### src/hw/hdmi_video_pkg.sv
package hdmi_video_pkg;

    // ************************************************************************
    // widths
    // ************************************************************************

    // one encoded TMDS symbol
    localparam int tmds_word_w = 10;

    // one colour channel of the pixel word
    localparam int color_w = 8;

    // signed running disparity, covers -8..+8 with headroom
    localparam int disparity_w = 5;

    // ************************************************************************
    // control tokens, sent while video is blanked
    // ************************************************************************

    // selected by the two control bits {c1, c0} = {vsync, hsync} on blue
    localparam logic [tmds_word_w-1:0] ctrl_token_00 = 10'b1101010100;
    localparam logic [tmds_word_w-1:0] ctrl_token_01 = 10'b0010101011;
    localparam logic [tmds_word_w-1:0] ctrl_token_10 = 10'b0101010100;
    localparam logic [tmds_word_w-1:0] ctrl_token_11 = 10'b1010101011;

    // ************************************************************************
    // colour channel positions in the 24-bit pixel
    // ************************************************************************

    // red in the top byte, blue in the bottom byte
    localparam int ch_red   = 2;
    localparam int ch_green = 1;
    localparam int ch_blue  = 0;

endpackage

### src/hw/raster_timing.sv
`timescale 1ns/1ps

module raster_timing #(
    parameter int H_ACTIVE   = 1280,
    parameter int H_FRONT    = 110,
    parameter int H_SYNC     = 40,
    parameter int H_BACK     = 220,
    parameter int V_ACTIVE   = 720,
    parameter int V_FRONT    = 5,
    parameter int V_SYNC     = 5,
    parameter int V_BACK     = 20,
    parameter int SYNC_DELAY = 2
) (
    input  logic        clk_pixel,
    input  logic        sys_rst,
    output logic [10:0] hcount,
    output logic [9:0]  vcount,
    output logic        new_frame,
    output logic        last_pixel,
    output logic        hsync_d,
    output logic        vsync_d,
    output logic        active_d
);

    // ************************************************************************
    // frame geometry
    // ************************************************************************

    // full line and full frame, blanking included
    localparam int htotal = H_ACTIVE + H_FRONT + H_SYNC + H_BACK;
    localparam int vtotal = V_ACTIVE + V_FRONT + V_SYNC + V_BACK;

    // compare points sized to the counters
    localparam logic [10:0] h_last       = 11'(htotal - 1);
    localparam logic [9:0]  v_last       = 10'(vtotal - 1);
    localparam logic [10:0] h_act        = 11'(H_ACTIVE);
    localparam logic [9:0]  v_act        = 10'(V_ACTIVE);
    localparam logic [10:0] h_sync_start = 11'(H_ACTIVE + H_FRONT);
    localparam logic [10:0] h_sync_end   = 11'(H_ACTIVE + H_FRONT + H_SYNC);
    localparam logic [9:0]  v_sync_start = 10'(V_ACTIVE + V_FRONT);
    localparam logic [9:0]  v_sync_end   = 10'(V_ACTIVE + V_FRONT + V_SYNC);

    // undelayed decode of the current count
    logic hsync_raw;
    logic vsync_raw;
    logic active_raw;

    // alignment chains, index 0 is the youngest stage
    logic [SYNC_DELAY-1:0] hsync_pipe;
    logic [SYNC_DELAY-1:0] vsync_pipe;
    logic [SYNC_DELAY-1:0] active_pipe;

    // ************************************************************************
    // counters
    // ************************************************************************

    always_ff @(posedge clk_pixel) begin
        if (sys_rst) begin
            hcount <= '0;
            vcount <= '0;
        end else if (hcount == h_last) begin
            // end of line, step the line counter
            hcount <= '0;
            if (vcount == v_last) begin
                vcount <= '0;
            end else begin
                vcount <= vcount + 10'd1;
            end
        end else begin
            hcount <= hcount + 11'd1;
        end
    end

    // ************************************************************************
    // decode
    // ************************************************************************

    // positive sync pulses inside the blanking interval
    assign hsync_raw  = (hcount >= h_sync_start) && (hcount < h_sync_end);
    assign vsync_raw  = (vcount >= v_sync_start) && (vcount < v_sync_end);
    assign active_raw = (hcount < h_act) && (vcount < v_act);

    // counts sit at (0, 0) while held, so the pulse waits for release
    assign new_frame  = !sys_rst && (hcount == '0) && (vcount == '0);
    assign last_pixel = (hcount == h_last) && (vcount == v_last);

    // ************************************************************************
    // delay line
    // ************************************************************************

    // matches the latency of the external pixel source
    always_ff @(posedge clk_pixel) begin
        if (sys_rst) begin
            // blank, no sync
            hsync_pipe  <= '0;
            vsync_pipe  <= '0;
            active_pipe <= '0;
        end else begin
            hsync_pipe[0]  <= hsync_raw;
            vsync_pipe[0]  <= vsync_raw;
            active_pipe[0] <= active_raw;
            for (int i = 1; i < SYNC_DELAY; i++) begin
                hsync_pipe[i]  <= hsync_pipe[i-1];
                vsync_pipe[i]  <= vsync_pipe[i-1];
                active_pipe[i] <= active_pipe[i-1];
            end
        end
    end

    // oldest stage drives the encoders
    assign hsync_d  = hsync_pipe[SYNC_DELAY-1];
    assign vsync_d  = vsync_pipe[SYNC_DELAY-1];
    assign active_d = active_pipe[SYNC_DELAY-1];

endmodule

### src/hw/tmds_encoder.sv
`timescale 1ns/1ps

module tmds_encoder (
    input  logic                                  clk_pixel,
    input  logic                                  sys_rst,
    input  logic [hdmi_video_pkg::color_w-1:0]    data,
    input  logic [1:0]                            control,
    input  logic                                  video_en,
    output logic [hdmi_video_pkg::tmds_word_w-1:0] tmds
);

    import hdmi_video_pkg::*;

    // ones in the input byte
    logic [3:0] ones_data;
    // xnor chain picked to cut transitions
    logic       use_xnor;
    // transition-minimised word, bit 8 set for xor
    logic [8:0] q_m;
    // ones in q_m[7:0]
    logic [3:0] ones_q;

    // ones minus zeros of q_m[7:0]
    logic signed [disparity_w-1:0] ones_q_s;
    logic signed [disparity_w-1:0] bal_q;
    // 2 when q_m[8] is set, else 0
    logic signed [disparity_w-1:0] xor_two;
    // 2 when q_m[8] is clear, else 0
    logic signed [disparity_w-1:0] xnor_two;

    // running disparity and its next value
    logic signed [disparity_w-1:0] disparity;
    logic signed [disparity_w-1:0] disparity_next;

    logic [tmds_word_w-1:0] video_word;
    logic [tmds_word_w-1:0] ctrl_word;

    // ************************************************************************
    // stage 1, transition minimising
    // ************************************************************************

    always_comb begin
        ones_data = '0;
        for (int i = 0; i < color_w; i++) begin
            ones_data = ones_data + 4'(data[i]);
        end
    end

    // tie at four ones broken by bit 0
    assign use_xnor = (ones_data > 4'd4) || ((ones_data == 4'd4) && !data[0]);

    always_comb begin
        q_m[0] = data[0];
        for (int i = 1; i < color_w; i++) begin
            q_m[i] = use_xnor ? ~(q_m[i-1] ^ data[i]) : (q_m[i-1] ^ data[i]);
        end
        q_m[8] = !use_xnor;
    end

    always_comb begin
        ones_q = '0;
        for (int i = 0; i < color_w; i++) begin
            ones_q = ones_q + 4'(q_m[i]);
        end
    end

    // ************************************************************************
    // stage 2, dc balancing
    // ************************************************************************

    // 2*ones - 8, wraps cleanly since the result is within -8..+8
    assign ones_q_s = disparity_w'(ones_q);
    assign bal_q    = ones_q_s + ones_q_s - disparity_w'(8);
    assign xor_two  = q_m[8] ? disparity_w'(2) : '0;
    assign xnor_two = q_m[8] ? '0 : disparity_w'(2);

    always_comb begin
        if ((disparity == 0) || (bal_q == 0)) begin
            // no bias either way, bit 9 marks the xnor case
            video_word = {~q_m[8], q_m[8], q_m[8] ? q_m[7:0] : ~q_m[7:0]};
            if (q_m[8]) begin
                disparity_next = disparity + bal_q;
            end else begin
                disparity_next = disparity - bal_q;
            end
        end else if (((disparity > 0) && (bal_q > 0)) ||
                     ((disparity < 0) && (bal_q < 0))) begin
            // same sign as the running total, so invert
            video_word     = {1'b1, q_m[8], ~q_m[7:0]};
            disparity_next = disparity + xor_two - bal_q;
        end else begin
            video_word     = {1'b0, q_m[8], q_m[7:0]};
            disparity_next = disparity - xnor_two + bal_q;
        end
    end

    // ************************************************************************
    // control tokens and output register
    // ************************************************************************

    always_comb begin
        case (control)
            2'b00:   ctrl_word = ctrl_token_00;
            2'b01:   ctrl_word = ctrl_token_01;
            2'b10:   ctrl_word = ctrl_token_10;
            default: ctrl_word = ctrl_token_11;
        endcase
    end

    always_ff @(posedge clk_pixel) begin
        if (sys_rst) begin
            tmds      <= ctrl_token_00;
            disparity <= '0;
        end else if (video_en) begin
            tmds      <= video_word;
            disparity <= disparity_next;
        end else begin
            // blanking restarts the dc count
            tmds      <= ctrl_word;
            disparity <= '0;
        end
    end

endmodule

### src/hw/hdmi_video_top.sv
`timescale 1ns/1ps

module hdmi_video_top #(
    parameter int H_ACTIVE   = 1280,
    parameter int H_FRONT    = 110,
    parameter int H_SYNC     = 40,
    parameter int H_BACK     = 220,
    parameter int V_ACTIVE   = 720,
    parameter int V_FRONT    = 5,
    parameter int V_SYNC     = 5,
    parameter int V_BACK     = 20,
    parameter int SYNC_DELAY = 2
) (
    input  logic                                   clk_pixel,
    input  logic                                   sys_rst,
    input  logic [23:0]                            pixel_rgb,
    output logic [10:0]                            hcount,
    output logic [9:0]                             vcount,
    output logic                                   new_frame,
    output logic                                   last_pixel,
    output logic [hdmi_video_pkg::tmds_word_w-1:0] tmds_red,
    output logic [hdmi_video_pkg::tmds_word_w-1:0] tmds_green,
    output logic [hdmi_video_pkg::tmds_word_w-1:0] tmds_blue
);

    import hdmi_video_pkg::*;

    // control path, aligned to pixel_rgb
    logic hsync_d;
    logic vsync_d;
    logic active_d;

    // colour channels
    logic [color_w-1:0] red;
    logic [color_w-1:0] green;
    logic [color_w-1:0] blue;

    assign red   = pixel_rgb[ch_red*color_w +: color_w];
    assign green = pixel_rgb[ch_green*color_w +: color_w];
    assign blue  = pixel_rgb[ch_blue*color_w +: color_w];

    // ************************************************************************
    // raster
    // ************************************************************************

    raster_timing #(
        .H_ACTIVE   (H_ACTIVE),
        .H_FRONT    (H_FRONT),
        .H_SYNC     (H_SYNC),
        .H_BACK     (H_BACK),
        .V_ACTIVE   (V_ACTIVE),
        .V_FRONT    (V_FRONT),
        .V_SYNC     (V_SYNC),
        .V_BACK     (V_BACK),
        .SYNC_DELAY (SYNC_DELAY)
    ) raster_timing_i (
        .clk_pixel  (clk_pixel),
        .sys_rst    (sys_rst),
        .hcount     (hcount),
        .vcount     (vcount),
        .new_frame  (new_frame),
        .last_pixel (last_pixel),
        .hsync_d    (hsync_d),
        .vsync_d    (vsync_d),
        .active_d   (active_d)
    );

    // ************************************************************************
    // encoders, sync rides on blue only
    // ************************************************************************

    tmds_encoder tmds_red_i (
        .clk_pixel (clk_pixel),
        .sys_rst   (sys_rst),
        .data      (red),
        .control   (2'b00),
        .video_en  (active_d),
        .tmds      (tmds_red)
    );

    tmds_encoder tmds_green_i (
        .clk_pixel (clk_pixel),
        .sys_rst   (sys_rst),
        .data      (green),
        .control   (2'b00),
        .video_en  (active_d),
        .tmds      (tmds_green)
    );

    tmds_encoder tmds_blue_i (
        .clk_pixel (clk_pixel),
        .sys_rst   (sys_rst),
        .data      (blue),
        .control   ({vsync_d, hsync_d}),
        .video_en  (active_d),
        .tmds      (tmds_blue)
    );

endmodule

### config.mk
export PLATFORM = sky130hd
export DESIGN_NAME = hdmi_video_top
export DESIGN_NICKNAME = d
export VERILOG_FILES = /design/src/hw/hdmi_video_pkg.sv /design/src/hw/raster_timing.sv /design/src/hw/tmds_encoder.sv /design/src/hw/hdmi_video_top.sv
export SDC_FILE = /design/constraint.sdc
export NUM_CORES = 1
export LEC_CHECK = 0
export BUFFER_PORTS_ARGS = -buffer_cell sky130_fd_sc_hd__buf_2
export CORE_ASPECT_RATIO = 2
export CORE_MARGIN = 2
export CORE_UTILIZATION = 55
export DETAILED_ROUTE_END_ITERATION = 8
export PLACE_DENSITY = 0.77
export SETUP_SLACK_MARGIN = 0.3
export SLEW_MARGIN = 10
export SYNTH_ARGS = -nofsm -noshare
export SYNTH_HDL_FRONTEND = slang
export SYNTH_SLANG_ARGS = --single-unit
### constraint.sdc
create_clock -name clk_pixel -period 16 [get_ports clk_pixel]
set_input_delay 3.2 -clock clk_pixel [delete_from_list [all_inputs] [get_ports clk_pixel]]
set_output_delay 3.2 -clock clk_pixel [all_outputs]
set_load 0.1 [all_outputs]
==> flow_summary.toml <==
[setup_path]
worstSetupStartpointType = "primary input"
crit_path_end_kind = "flip-flop"
reg2regPathDepth = 10
max_stage_delay_ns = 0.77
critPathBufInv = 8
critPathSlowestCell = "a41oi_1"
cp.depth = 28
worstPathRequired_ns = 16.19
arrival_ns = 10.70
cp_max_fo = 14
cp_top_family = "adder cells"
worstSetupPathType = "in2reg"
crit_top_cell = "fa_1"

[floorplanning]
core_um2 = 10800
ios = 79
die_h_um = 152
die_w_um = 77.9
initial_core_util_pct = 55.6
die_area_um2 = 11800
rows = 54

[synth]
synth.cell_area_um2 = 6010
yosys.area.top_type_share_pct = 23.0
synth-edff-count = 0
yosysWarningCount = 0
syn-num-nets = 800
yosys_most_used_dff = "dfxtp_1"
yosysSeqAreaShare_pct = 23.0
synth_area_leader_cell = "dfxtp_1"
yosys-top-cells-area = "dfxtp_1, ha_1, fa_1"
ys_types = 48
syn_avg_cell_area_um2 = 9.09
synth-async-reset-ratio_pct = 0
synth-seq-cells = 69
synth_cells = 661

[layout]
multi_input_area_um2 = 4170
finalNetCount = 877
seq_area_um2 = 1380
fin_cells = 883
layout_commonest_cell = "inv_1"
area_growth_pct = 13.6
post-route-util_pct = 63.1
layout_common_cells = "inv_1, xnor2_1, buf_2, ha_1, dfxtp_1"
final_layout_size_suffix_gt1_share_pct = 15.1
post-route-cell-area_um2 = 6830
diodes = 0
fillers = 942

[timing]
fin_crit_ns = 10.51
worstMarginPinSlew_ns = 1.01
skew_ns = 0.00381
drv_slew = 0
finalHoldViolations = 0
min_period_over_period_pct = 65.7
fin_setup_tns_ns = 0
fmax_mhz = 95.2
setup-violations-final = 0
rsz0062_at_grt = "false"
max_slew_margin_pct = 31.9

[placement]
place_congestion = 0.866
place_area_um2 = 6500
dp_cells = 867
dp_hpwl_um = 10800
io_buffers = 78

[job]
drv_cap = 0

[global_routing]
grt_pass1_vias = 5180
track_usage_pct = 23.8
grt_max_degree = 22
grt_pass1_wl_um = 22800
antenna_found_initial = 0
grt_remaining_overflow = 0

[routing]
vias = 4730
viasPerCell = 5.36
drtIter0Drc = 130
drcViolationCount = 0
wl_per_cell_um = 14.8
first_pass_iters = 4
ant_nets = 0
wl_um = 13100

[hold_path]
hold_class = "reg2reg"
hold_depth = 1

[cts]
insertion_delay_ns = 0.34
cts_tree = "built"
post_cts_buffers = 0
cts_buffers = 9
htreeDepth = 3
cts_resized = 0
clkTransAtPathRegs_ns = 0.06
clockBufferDepth = 2
cts.sinks = 69
cts-root-buf = "clkbuf_16"
cts_hold_buf = 0

[run_status]
outcome = "finished, final reports clean"
## logic make-up (layout without fill, tap and decap cells)
| family | Yosys count | after routing | synth area share [%] |
|---|---|---|---|
| simple gates | 164 | 164 | 13.8 |
| compound gates | 72 | 72 | 7.41 |
| buf+inv | 111 | 193 | 7.72 |
| mux | 15 | 15 | 2.50 |
| flops | 69 | 69 | 23.0 |
| xor+xnor | 114 | 114 | 16.7 |
| fa+ha+maj | 116 | 116 | 28.9 |
## sequential cells by signal (all words and copies together), names as in the netlist
name,cells
tmds_red_i.disparity,4
tmds_green_i.tmds,10
tmds_blue_i.tmds,10
raster_timing_i.hsync_pipe,2
raster_timing_i.vsync_pipe,2
tmds_blue_i.disparity,4
tmds_red_i.tmds,10
raster_timing_i.active_pipe,2
tmds_green_i.disparity,4
raster_timing_i.vcount,10
raster_timing_i.hcount,11
## layer usage
metal  up-vias  share of wire (%)  track usage [%]
met5         -                  0                0
met4         0                3.8             11.1
met3        37                2.8             3.50
met2       102                 60             48.6
met1      2302                 33             21.6
li1       2289                  -                -
## cell usage after synthesis, types with 4 or more instances
library cell	instances
dfxtp_1	69
fa_1	39
nor2_1	62
inv_1	94
nor2b_1	6
clkbuf_1	12
xnor2_1	88
nand2b_1	7
mux2i_1	15
a211oi_1	6
or3_1	5
nor4_1	4
a211o_1	4
nor3b_1	5
o21ai_0	19
a21oi_1	27
nand3_1	13
nor3_1	8
xor2_1	25
nand4_1	4
ha_1	74
nand2_1	28
## final timing paths
check                           startpoint  slack, ns                       endpoint
max                           pixel_rgb[0]       5.49            tmds_blue_i.tmds[0]
min          raster_timing_i.vsync_pipe[0]       0.45  raster_timing_i.vsync_pipe[1]
max reg2reg      tmds_green_i.disparity[1]      13.43      tmds_green_i.disparity[4]
min reg2reg  raster_timing_i.vsync_pipe[0]       0.45  raster_timing_i.vsync_pipe[1]
## through the flow
step | hold WS [ns] | worst slack [ns]
after floorplan | 0.414 | 5.56
after global placement | 0.450 | 5.39
after detailed placement | 0.442 | 5.16
after CTS | 0.457 | 5.50
after global routing | 0.471 | 5.09
final | 0.447 | 5.49
## final cells by class
class                           count  share of cell area (%)
Multi-Input combinational cell    481                    61.0
Sequential cell                    69                    20.2
Timing Repair Buffer               83                    6.27
Inverter                           94                    5.17
Clock buffer                        9                    3.30
Tap cell                          140                    2.57
Clock inverter                      7                    1.43
Power is left out: the tool's default activity adds up to more than one toggle a clock period on the data nets, which glitch-free logic cannot reach.
